`config.mk`:
```
export PLATFORM = sky130hd
export DESIGN_NAME = ahb_mtx_dec
export DESIGN_NICKNAME = d
export VERILOG_FILES = /design/src/verilog/ahb_mtx_dec_pkg.sv /design/src/verilog/ahb_mtx_addr_decode.sv /design/src/verilog/ahb_mtx_data_phase.sv /design/src/verilog/ahb_mtx_default_slave.sv /design/src/verilog/ahb_mtx_dec.sv
export VERILOG_INCLUDE_DIRS = /design/src /design/src/include
export SDC_FILE = /design/constraint.sdc
export NUM_CORES = 1
export LEC_CHECK = 0
export BUFFER_PORTS_ARGS = -buffer_cell sky130_fd_sc_hd__clkbuf_2
export CAP_MARGIN = 20
export CORE_AREA = 2 2 110 112
export CTS_BUF_LIST = sky130_fd_sc_hd__clkbuf_2 sky130_fd_sc_hd__clkbuf_4 sky130_fd_sc_hd__clkbuf_8
export CTS_CLUSTER_DIAMETER = 150
export DETAILED_ROUTE_END_ITERATION = 8
export DIE_AREA = 0 0 112 114
export GPL_ROUTABILITY_DRIVEN = 0
export HOLD_SLACK_MARGIN = 0.02
export SLEW_MARGIN = 30
export SYNTH_ARGS = -nofsm -noshare
export SYNTH_HDL_FRONTEND = slang
export SYNTH_SLANG_ARGS = --single-unit
export TNS_END_PERCENT = 10
```
`constraint.sdc`:
```
create_clock -name HCLK -period 2.9 [get_ports HCLK]
set_input_delay 0.58 -clock HCLK [delete_from_list [all_inputs] [get_ports HCLK]]
set_output_delay 0.58 -clock HCLK [all_outputs]
set_load 0.005 [all_outputs]
```
`src/include/ahb_mtx_dec_macros.svh`:
```
// Decoder bus and address map macros

`ifndef AHB_MTX_DEC_MACROS_SVH
`define AHB_MTX_DEC_MACROS_SVH

// ------------------------------
// Bus widths
// ------------------------------

`define AHB_DATA_W      32          // HRDATA width
`define DEC_ADDR_MSB    31          // Top of decoded HADDR slice
`define DEC_ADDR_LSB    10          // 1 KB decode granule

// Mapped output stages, MI1 MI2 MI3 MI7 MI8 MI9
`define NUM_MI          6

// ------------------------------
// Address map, 22-bit slice units
// ------------------------------

// 0x2000_0000 - 0x2000_ffff
`define MI1_LO          22'h080000
`define MI1_HI          22'h08003f

// 0x4000_0000 - 0x4000_ffff
`define MI2_LO          22'h100000
`define MI2_HI          22'h10003f

// 0x4003_0000 - 0x5002_ffff
`define MI3_LO          22'h1000c0
`define MI3_HI          22'h1400bf

// Peripheral window, three adjacent regions
`define MI7_LO          22'h180100  // 0x6004_0000
`define MI7_HI          22'h180243  // 0x6009_0fff
`define MI8_LO          22'h180244  // 0x6009_1000
`define MI8_HI          22'h180247
`define MI9_LO          22'h180248  // 0x6009_2000
`define MI9_HI          22'h18024b

`endif

```
`src/verilog/ahb_mtx_dec_pkg.sv`:
```
// Decoder types and port mapping

`include "ahb_mtx_dec_macros.svh"

package ahb_mtx_dec_pkg;

    // Data-phase owner, codes follow the MI numbering
    typedef enum logic [4:0] {
        NONE = 5'd0,                    // Nothing in data phase
        MI1  = 5'd1,
        MI2  = 5'd2,
        MI3  = 5'd3,
        MI7  = 5'd7,
        MI8  = 5'd8,
        MI9  = 5'd9,
        DFLT = 5'd16                    // Local default slave
    } port_id_t;

    typedef enum logic [1:0] {
        IDLE, BUSY, NONSEQ, SEQ
    } htrans_t;

    typedef enum logic [1:0] {
        OKAY  = 2'b00,
        ERROR = 2'b01
    } hresp_t;

    typedef logic [2:0] mi_idx_t;       // Position in per-stage vectors

    // Address-phase request from the input stage
    typedef struct packed {
        logic                                  sel;
        logic [`DEC_ADDR_MSB:`DEC_ADDR_LSB]    decode_addr;
        htrans_t                               trans;
    } dec_req_t;

    // Data-phase return of one responder
    typedef struct packed {
        logic                    readyout;
        hresp_t                  resp;
        logic [`AHB_DATA_W-1:0]  rdata;
    } slv_rsp_t;

    // Port code to vector position, 7 when not an output stage
    function automatic mi_idx_t mi_index(port_id_t port);
        case (port)
            MI1:     return 3'd0;
            MI2:     return 3'd1;
            MI3:     return 3'd2;
            MI7:     return 3'd3;
            MI8:     return 3'd4;
            MI9:     return 3'd5;
            default: return 3'd7;
        endcase
    endfunction

    // Inverse of mi_index
    function automatic port_id_t mi_port(mi_idx_t idx);
        case (idx)
            3'd0:    return MI1;
            3'd1:    return MI2;
            3'd2:    return MI3;
            3'd3:    return MI7;
            3'd4:    return MI8;
            3'd5:    return MI9;
            default: return DFLT;
        endcase
    endfunction

endpackage

```
`src/verilog/ahb_mtx_addr_decode.sv`:
```
// Address phase port decode

`include "ahb_mtx_dec_macros.svh"

module ahb_mtx_addr_decode
(
    // Input stage request
    input  ahb_mtx_dec_pkg::dec_req_t   dec_req,
    input  ahb_mtx_dec_pkg::port_id_t   data_port,     // Current data-phase owner
    input  logic [`NUM_MI-1:0]          active_mi,     // Output stage active flags

    output ahb_mtx_dec_pkg::port_id_t   addr_port,     // Port chosen for this address
    output logic [`NUM_MI-1:0]          sel_mi,        // One-hot HSEL to output stages
    output logic                        sel_dflt,      // HSEL to default slave
    output logic                        active_dec     // Active level of chosen stage
);

    import ahb_mtx_dec_pkg::*;

    // ------------------------------
    // Region table
    // ------------------------------

    // Entries in MI1 MI2 MI3 MI7 MI8 MI9 order, lowest index wins
    localparam logic [`DEC_ADDR_MSB:`DEC_ADDR_LSB] REGION_LO [`NUM_MI] = '{
        `MI1_LO, `MI2_LO, `MI3_LO, `MI7_LO, `MI8_LO, `MI9_LO
    };
    localparam logic [`DEC_ADDR_MSB:`DEC_ADDR_LSB] REGION_HI [`NUM_MI] = '{
        `MI1_HI, `MI2_HI, `MI3_HI, `MI7_HI, `MI8_HI, `MI9_HI
    };

    mi_idx_t addr_idx;                  // Vector position of addr_port

    // ------------------------------
    // Map lookup
    // ------------------------------

    // An IDLE leaves the owning stage selected, so an IDLE
    // after a transfer does not bounce HSEL to a new port
    always_comb
    begin : p_addr_port_comb
        logic in_region;
        logic hold;
        logic hit;

        addr_port = DFLT;               // Unmapped by default
        hit       = 1'b0;
        for (mi_idx_t i = 3'd0; i < 3'(`NUM_MI); i++)
        begin
            in_region = (dec_req.decode_addr >= REGION_LO[i]) &&
                        (dec_req.decode_addr <= REGION_HI[i]);
            hold      = (dec_req.trans == IDLE) && (data_port == mi_port(i));
            // Owner of an IDLE beats any earlier region
            if (hold || (!hit && in_region))
            begin
                addr_port = mi_port(i);
                hit       = 1'b1;       // Later regions lose
            end
        end
    end

    assign addr_idx = mi_index(addr_port);

    // ------------------------------
    // Select fan-out
    // ------------------------------

    always_comb
    begin : p_sel_comb
        sel_mi   = '0;
        sel_dflt = 1'b0;
        if (dec_req.sel)
        begin
            if (addr_idx < 3'(`NUM_MI))
                sel_mi[addr_idx] = 1'b1;
            else
                sel_dflt = 1'b1;        // Nothing mapped, local slave takes it
        end
    end

    // Default slave is always ready to accept
    assign active_dec = (addr_idx < 3'(`NUM_MI)) ? active_mi[addr_idx] : 1'b1;

endmodule

```
`src/verilog/ahb_mtx_data_phase.sv`:
```
// Data phase owner and response return

`include "ahb_mtx_dec_macros.svh"

module ahb_mtx_data_phase
(
    input  logic                        HCLK,
    input  logic                        HRESETn,
    input  logic                        HREADYS,       // Input stage HREADY

    input  ahb_mtx_dec_pkg::port_id_t   addr_port,     // From address decode
    input  ahb_mtx_dec_pkg::slv_rsp_t   mi_rsp [`NUM_MI], // Output stage returns
    input  ahb_mtx_dec_pkg::slv_rsp_t   dflt_rsp,      // Default slave return

    output ahb_mtx_dec_pkg::port_id_t   data_port,     // Owner of the data phase
    output ahb_mtx_dec_pkg::slv_rsp_t   rsp_s          // Back to input stage
);

    import ahb_mtx_dec_pkg::*;

    // Response with no transfer in flight
    localparam slv_rsp_t IDLE_RSP = '{
        readyout: 1'b1,
        resp:     OKAY,
        rdata:    '0
    };

    mi_idx_t data_idx;                  // Vector position of data_port

    // ------------------------------
    // Owner register
    // ------------------------------

    // HREADYS rather than the routed ready decides the update,
    // the input stage may accept while its own HREADYOUT is low
    always_ff @(posedge HCLK)
    begin : p_data_port_seq
        if (!HRESETn)
            data_port <= NONE;
        else if (HREADYS)
            data_port <= addr_port;     // Address phase becomes data phase
    end

    assign data_idx = mi_index(data_port);

    // ------------------------------
    // Return mux
    // ------------------------------

    always_comb
    begin : p_rsp_comb
        rsp_s = IDLE_RSP;
        if (data_idx < 3'(`NUM_MI))
        begin
            rsp_s = mi_rsp[data_idx];   // Mapped output stage
        end
        else if (data_port == DFLT)
        begin
            rsp_s       = dflt_rsp;
            rsp_s.rdata = '0;           // No read data from unmapped space
        end
    end

endmodule

```
`src/verilog/ahb_mtx_default_slave.sv`:
```
// Default slave for unmapped space

module ahb_mtx_default_slave
(
    input  logic                        HCLK,
    input  logic                        HRESETn,
    input  logic                        HREADYS,
    input  logic                        sel_dflt,      // HSEL from decode
    input  ahb_mtx_dec_pkg::htrans_t    trans,         // Input port HTRANS

    output ahb_mtx_dec_pkg::slv_rsp_t   dflt_rsp
);

    import ahb_mtx_dec_pkg::*;

    logic trans_req;                    // Real transfer accepted here
    logic err_wait;                     // First ERROR cycle, ready low
    logic err_last;                     // Second ERROR cycle, ready high

    // Only NONSEQ and SEQ need an ERROR, IDLE and BUSY get OKAY
    assign trans_req = sel_dflt && ((trans == NONSEQ) || (trans == SEQ));

    // ------------------------------
    // Error sequencer
    // ------------------------------

    // The wait cycle is what pulls HREADYS low, so it always
    // moves on; the other states hold while HREADYS is low
    always_ff @(posedge HCLK)
    begin : p_err_seq
        if (!HRESETn)
        begin
            err_wait <= 1'b0;
            err_last <= 1'b0;
        end
        else if (err_wait)
        begin
            err_wait <= 1'b0;
            err_last <= 1'b1;           // On to ready high with ERROR
        end
        else if (HREADYS)
        begin
            err_wait <= trans_req;
            err_last <= 1'b0;
        end
    end

    assign dflt_rsp.readyout = ~err_wait;
    assign dflt_rsp.resp     = (err_wait || err_last) ? ERROR : OKAY;
    assign dflt_rsp.rdata    = '0;      // Never returns data

endmodule

```
`src/verilog/ahb_mtx_dec.sv`:
```
// Input port address decoder

`include "ahb_mtx_dec_macros.svh"

module ahb_mtx_dec
(
    // Common AHB signals
    input  logic                        HCLK,
    input  logic                        HRESETn,

    // Input stage
    input  logic                        HREADYS,       // Transfer done
    input  ahb_mtx_dec_pkg::dec_req_t   dec_req,

    // Output stages
    input  logic [`NUM_MI-1:0]          active_mi,
    input  ahb_mtx_dec_pkg::slv_rsp_t   mi_rsp [`NUM_MI],

    output logic [`NUM_MI-1:0]          sel_mi,        // One-hot HSEL
    output logic                        active_dec,
    output ahb_mtx_dec_pkg::slv_rsp_t   rsp_s          // HREADYOUTS HRESPS HRDATAS
);

    import ahb_mtx_dec_pkg::*;

    port_id_t addr_port;                // Address-phase choice
    port_id_t data_port;                // Registered data-phase owner
    logic     sel_dflt;
    slv_rsp_t dflt_rsp;

    // ------------------------------
    // Address phase
    // ------------------------------

    ahb_mtx_addr_decode u_addr_decode (
        .dec_req    (dec_req),
        .data_port  (data_port),        // For the IDLE hold
        .active_mi  (active_mi),
        .addr_port  (addr_port),
        .sel_mi     (sel_mi),
        .sel_dflt   (sel_dflt),
        .active_dec (active_dec)
    );

    // ------------------------------
    // Data phase
    // ------------------------------

    ahb_mtx_data_phase u_data_phase (
        .HCLK       (HCLK),
        .HRESETn    (HRESETn),
        .HREADYS    (HREADYS),
        .addr_port  (addr_port),
        .mi_rsp     (mi_rsp),
        .dflt_rsp   (dflt_rsp),
        .data_port  (data_port),
        .rsp_s      (rsp_s)
    );

    // Unmapped addresses end up here
    ahb_mtx_default_slave u_default_slave (
        .HCLK       (HCLK),
        .HRESETn    (HRESETn),
        .HREADYS    (HREADYS),
        .sel_dflt   (sel_dflt),
        .trans      (dec_req.trans),
        .dflt_rsp   (dflt_rsp)
    );

endmodule

```
; Yosys cells after proc, flatten, opt, wreduce, memory -nomap -nowiden
; Cells that the tools add are included.
[classes]
eq_ne = 15
n_bitwise = 4
n_mux = 30
n_reduce_logical = 35
magnitude_cmp = 17
[ops]
columns = operator, count
row1 = 35-bit 2-to-1 mux, 4
row2 = 22-bit by 21-bit greater-or-equal comparator with 1-bit output (second input constant), 5
row3 = 22-bit by 21-bit <= comparator with 1-bit output (second input constant), 5
row4 = 35-bit binary-select mux with 3-bit select, 1
row5 = 3-bit case mux with 6 select lines, 2
row6 = 5-bit 2-to-1 mux, 6
row7 = 22-bit by 20-bit greater-or-equal comparator with 1-bit output (second input constant), 1
row8 = 22-bit by 20-bit <= comparator with 1-bit output (second input constant), 1
row9 = 5-bit by 2-bit == test with 1-bit output (second input constant), 4
row10 = 5-bit by 4-bit == test with 1-bit output (second input constant), 4
row11 = 1-bit logical AND, 19
row12 = 1-bit 2-to-1 mux, 13
row13 = 6-bit 2-to-1 mux, 2
row14 = 5-bit by 1-bit == test with 1-bit output (second input constant), 2
row15 = 5-bit by 3-bit == test with 1-bit output (second input constant), 2
row16 = 1-bit logical OR, 8
row17 = 3-bit < comparator (second input constant), 2
row18 = 5-bit == test (second input constant), 1
row19 = 1-bit logical NOT, 5
row20 = 2-bit == test (second input constant), 2
row21 = 4-bit greater-or-equal comparator (second input constant), 1
row22 = 3-bit by 4-bit < comparator with 1-bit output (second input constant), 1
row23 = 3-bit NOT with 4-bit output, 1
row24 = 1-bit binary-select mux with 3-bit select, 1
row25 = 6 further kinds, 8
[word_totals]
register_bits = 7
output_inout_bits = 42
elab_cells = 104

; Logic depth before layout (Yosys ltp)
[depth]
depth_word = 32
depth_mapped = 9
depth_no_buf = 8

; Cells and area by module
; From an unflattened synthesis, not the netlist that was laid out.
[unflattened]
cells_unflattened = 447
hier_area_um2 = 3186.8
[modules_own_cells]
columns = mod, area_per_inst_um2, seq_area_each_um2, instances, cells_each
row1 = ahb_mtx_data_phase, 2060.7, 100.1, 1, 295
row2 = ahb_mtx_addr_decode, 800.8, 0.0, 1, 110
row3 = ahb_mtx_default_slave, 325.3, 40.0, 1, 42

; Least setup slack after synthesis
; No wires, ideal clock.
[synth_timing]
path_type = input-to-output
start = input dec_req[12] in the netlist's numbering
end = output active_dec
cell_stages = 8
path_slack_ps = -50
path_buffers = 0
arrival_time_ps = 2370
required_ps = 2320
cell_sequence = nor4_4 -> nand4_1 -> nor3_2 -> a22oi_1 -> a22o_4 -> a31o_4 -> mux2i_1 -> o31a_1
[synth_between]
elab_chain_cells = 29
word_cells_on_any_way = 56
[synth_rtl]
columns = element, line_no
row1 = from (decl), ahb_mtx_dec.sv:13  ; input ahb_mtx_dec_pkg::dec_req_t dec_req,
row2 = 22-bit by 20-bit greater-or-equal comparator with 1-bit output / 22-bit by 20-bit <= comparator with 1-bit output (equally long branches), "ahb_mtx_addr_decode.sv:50, ahb_mtx_addr_decode.sv:51"
row3 = 1-bit logical AND, ahb_mtx_addr_decode.sv:50  ; in_region = (dec_req.decode_addr >= REGION_LO[i]) &&
row4 = 1-bit logical OR, ahb_mtx_addr_decode.sv:54  ; if (hold || (!hit && in_region))
row5 = 1-bit 2-to-1 mux, ahb_mtx_addr_decode.sv:54
row6 = 1-bit logical NOT, ahb_mtx_addr_decode.sv:54
row7 = 1-bit logical AND, ahb_mtx_addr_decode.sv:54
row8 = 1-bit logical OR, ahb_mtx_addr_decode.sv:54
row9 = 1-bit 2-to-1 mux, ahb_mtx_addr_decode.sv:54
row10 = (+13 left out), --
row11 = 1-bit logical AND, ahb_mtx_addr_decode.sv:54
row12 = 1-bit logical OR, ahb_mtx_addr_decode.sv:54
row13 = 5-bit 2-to-1 mux (*), ahb_mtx_addr_decode.sv:54
row14 = 5-bit by 4-bit == test with 1-bit output (tied with other cells), ahb_mtx_dec_pkg.sv:46  ; case (port)
row15 = 3-bit case mux with 6 select lines (*), ahb_mtx_dec_pkg.sv:46
row16 = 1-bit binary-select mux with 3-bit select, ahb_mtx_addr_decode.sv:82  ; assign active_dec = (addr_idx < 3'(`NUM_MI)) ? active_mi[addr_idx] : 1'b1;
row17 = 1-bit 2-to-1 mux (not written as such), ahb_mtx_addr_decode.sv:82
row18 = 1-bit 2-to-1 mux (*), ahb_mtx_addr_decode.sv:82
row19 = to (decl), ahb_mtx_dec.sv:20  ; output logic active_dec,
; Mark *: on every way between the ends. The rest lies on a longest branch, timed or not. The select of a mux whose other input is x is not followed.

; Worst setup path in the final report
[layout_timing]
start = input dec_req[15] in the netlist's numbering
end = output active_dec
; Same word-level chain as after synthesis.

==> reports/qor.yml <==
status: "finished with violations"
violations: "negative setup slack"
max_freq_mhz: 308.1
grtUsageTotal_pct: 18.57
cts_buffers: 3
grt_max_degree: 35
nets: 853
clockRootBuffer: "clkbuf_8"
max-vdd-ir-drop_v: 0.00009470
path_cells: "buf_6 -> nor4_4 -> buf_4 -> nand4_1 -> mux2i_2 -> buf_4 -> o31ai_4 -> a22o_4 -> a31o_4 -> mux2i_1 -> o31a_1 -> clkbuf_2"
skew_ns: 0.001316
critPathRequiredTime_ns: 2.32
timing.final.hold_violations: 0
critPathMostFrequentCell: "buf_4"
clock-sinks: 7
die_x_um: 112
worstPathArrival_ns: 2.67
core_area_um2: 11710
finalWirelength_um: 12850
drt_iter0_drc: 160
start_util_pct: 22.26
worstPathMaxFanout: 4
ant_nets: 0
place_area_um2: 4461
grt_antenna_before_repair: 0
crit_family: "compound AO/OA/AOI/OAI gates"
clk-insertion-delay-late_ns: 0.23
grt_remaining_overflow: 0
fin_crit_ns: 3.245
switching_share_pct: 33.64
htree_levels: 1
p_sw_uw: 262.5
avgSynthCellArea_um2: 8.839
rows: 40
crit_slowest_cell: "nor4_4"
synth-adder-area-share_pct: 0
async_flop_share_pct: 0
synthesis.nets: 539
max-clock-path-buffers: 2
synth_top_cell_by_area: "mux4_2"
synth-seq-cells: 7
p_per_area_nw_per_um2: 166.6
pwr-share-comb_pct: 67.9
setup_violations: 8
grt_pass1_vias: 3734
fin_ws_ns: -0.3453
path_buf_inv: 4
synth-simple-area-share_pct: 23.94
vias: 3742
max-slew-margin-rel_pct: 76.77
syn_inst: 295
fin_crit_sh_pct: 111.9
synthToLayoutAreaGrowth_pct: 79.61
drc_errors: 0
ys_types: 56
max-cap-violations: 0
synthMuxAreaShare_pct: 46.69
layout_commonest_cell: "clkbuf_2"
synth_top_family_by_area: "multiplexers"
drtPass1Iterations: 4
viasPerCell: 4.956
fin_setup_tns_ns: -1.528
p_leak_nw: 2.319
synth_compound_area_share_pct: 18.52
synth_flop_cell: "dfxtp_1"
crit_path_end_kind: "primary output"
drive_above_1_share_pct: 66.28
min_path_type: "register to register"
seqPwrFrac_pct: 13.4
die_height_um: 114
portBuffers: 285
crit_path_start_kind: "primary input"
nFillCells: 1203
worstMarginPinSlew_ns: 0.3485
fp.dieArea_um2: 12770
cts_tree: "done"
p_int_uw: 517.8
path_class: "primary input to primary output"
slew_violations: 0
post-route-util_pct: 39.99
pre_cts_ws_ns: -0.3441
ios: 286
rsz0062_at_grt: "true"
cpPeakStageDelay_ns: 0.28
syn_area_um2: 2608
synth_edf_count: 0
clk_pin_slew_ns: 0.04
stdcell_area_um2: 4683
yosysTopAreaCellShare_pct: 29.37
ys_warn_count: 0
dp_hpwl_um: 11420
antenna_cells: 0
synth_area_leaders: "mux4_2 (29%), mux2i_1 (17%), nand2_1 (6.2%), dfxtp_1 (5.4%), o21ai_0 (4.2%)"
grt_first_pass_wirelength_um: 18770
wl_per_cell_um: 17.02
synthXorXnorAreaFrac_pct: 0.3359
clockPowerShare_pct: 18.7
ys_seq_area_share_pct: 5.374
final_cell_mix: "clkbuf_2 (282), nand2_1 (42), mux2i_1 (42)"
whs_ns: 0.4958
-- state kept, by name (all words and copies together) (netlist names) --
| signal | flops |
|---|---|
| u_data_phase.data_port | 5 |
| u_default_slave.err_last | 1 |
| u_default_slave.err_wait | 1 |
-- repair_timing --
| action | 4_1_cts | 5_1_grt |
|---|---|---|
| hold buffers | 0 | 0 |
| gates cloned | 0 | 0 |
| setup buffers | 1 | 6 |
| gates resized for setup | 9 | 22 |
| setup endpoints to repair | 38 | 40 |
| pin swaps | 2 | 16 |
-- routing by layer --
layer	track usage, %	part of all wire, %	vias up
met3	2.391	6.0	10
met4	3.821	1.1	0
met5	0	0	-
met2	36.77	56	173
met1	21.27	37	1782
li1	-	-	1777
-- final timing paths --
kind / start / to / slack, ns / cells past startpoint
max reg2reg: u_data_phase.data_port[4] / u_data_phase.data_port[4] / 0.50 / 10
min reg2reg: u_default_slave.err_wait / u_default_slave.err_wait / 0.50 / 1
min: u_default_slave.err_wait / u_default_slave.err_wait / 0.50 / 1
max: dec_req[15] / active_dec / -0.35 / 12
-- cell type report --
type | count | area, µm² | share of cell area [%]
timing repair buffer | 332 | 1868 | 39.89
multi-input combinational | 260 | 2417 | 51.62
clock buffer | 4 | 48.80 | 1.042
inverter | 5 | 18.77 | 0.4007
sequential | 7 | 146.4 | 3.126
tap | 147 | 183.9 | 3.927
-- per-stage QoR --
stage               cells  total power, mW
global placement      744           0.6172
floorplan             295           0.3437
global route          755           0.8392
finish                755           0.7803
CTS                   749           0.7782
detailed placement    744           0.6255
-- cells in the mapped netlist, drive strengths merged (2+ instances only) --
cell and n:
nand2b 5, and2 3, mux2i 44, nand3 3, nor4 4, o211a 3
mux4 34, nor2 17, nor3b 4, or3 2, clkbuf 7, o221ai 3
dfxtp 7, nand2 44, o41ai 2, a22oi 2, nand3b 2, a21o 2
inv 5, nand4 5, a21oi 5, nor3 5, buf 16, nor2b 13
o21ai 37
-- cell families after synthesis --
kind of cell    Yosys count
mux                      79
simple gates            111
buf+inv                  28
compound gates           69
flops                     7
xor+xnor                  1
-- power by group through the flow --
stage | combinational [mW] | clock [mW] | sequential [mW]
2_1_floorplan | 0.241 | 0 | 0.102
3_3_place_gp | 0.511 | 0 | 0.106
3_5_place_dp | 0.520 | 0 | 0.106
4_1_cts | 0.524 | 0.150 | 0.104
5_1_grt | 0.575 | 0.160 | 0.104
6_report | 0.530 | 0.146 | 0.104
(Power assumes the default switching activity.)
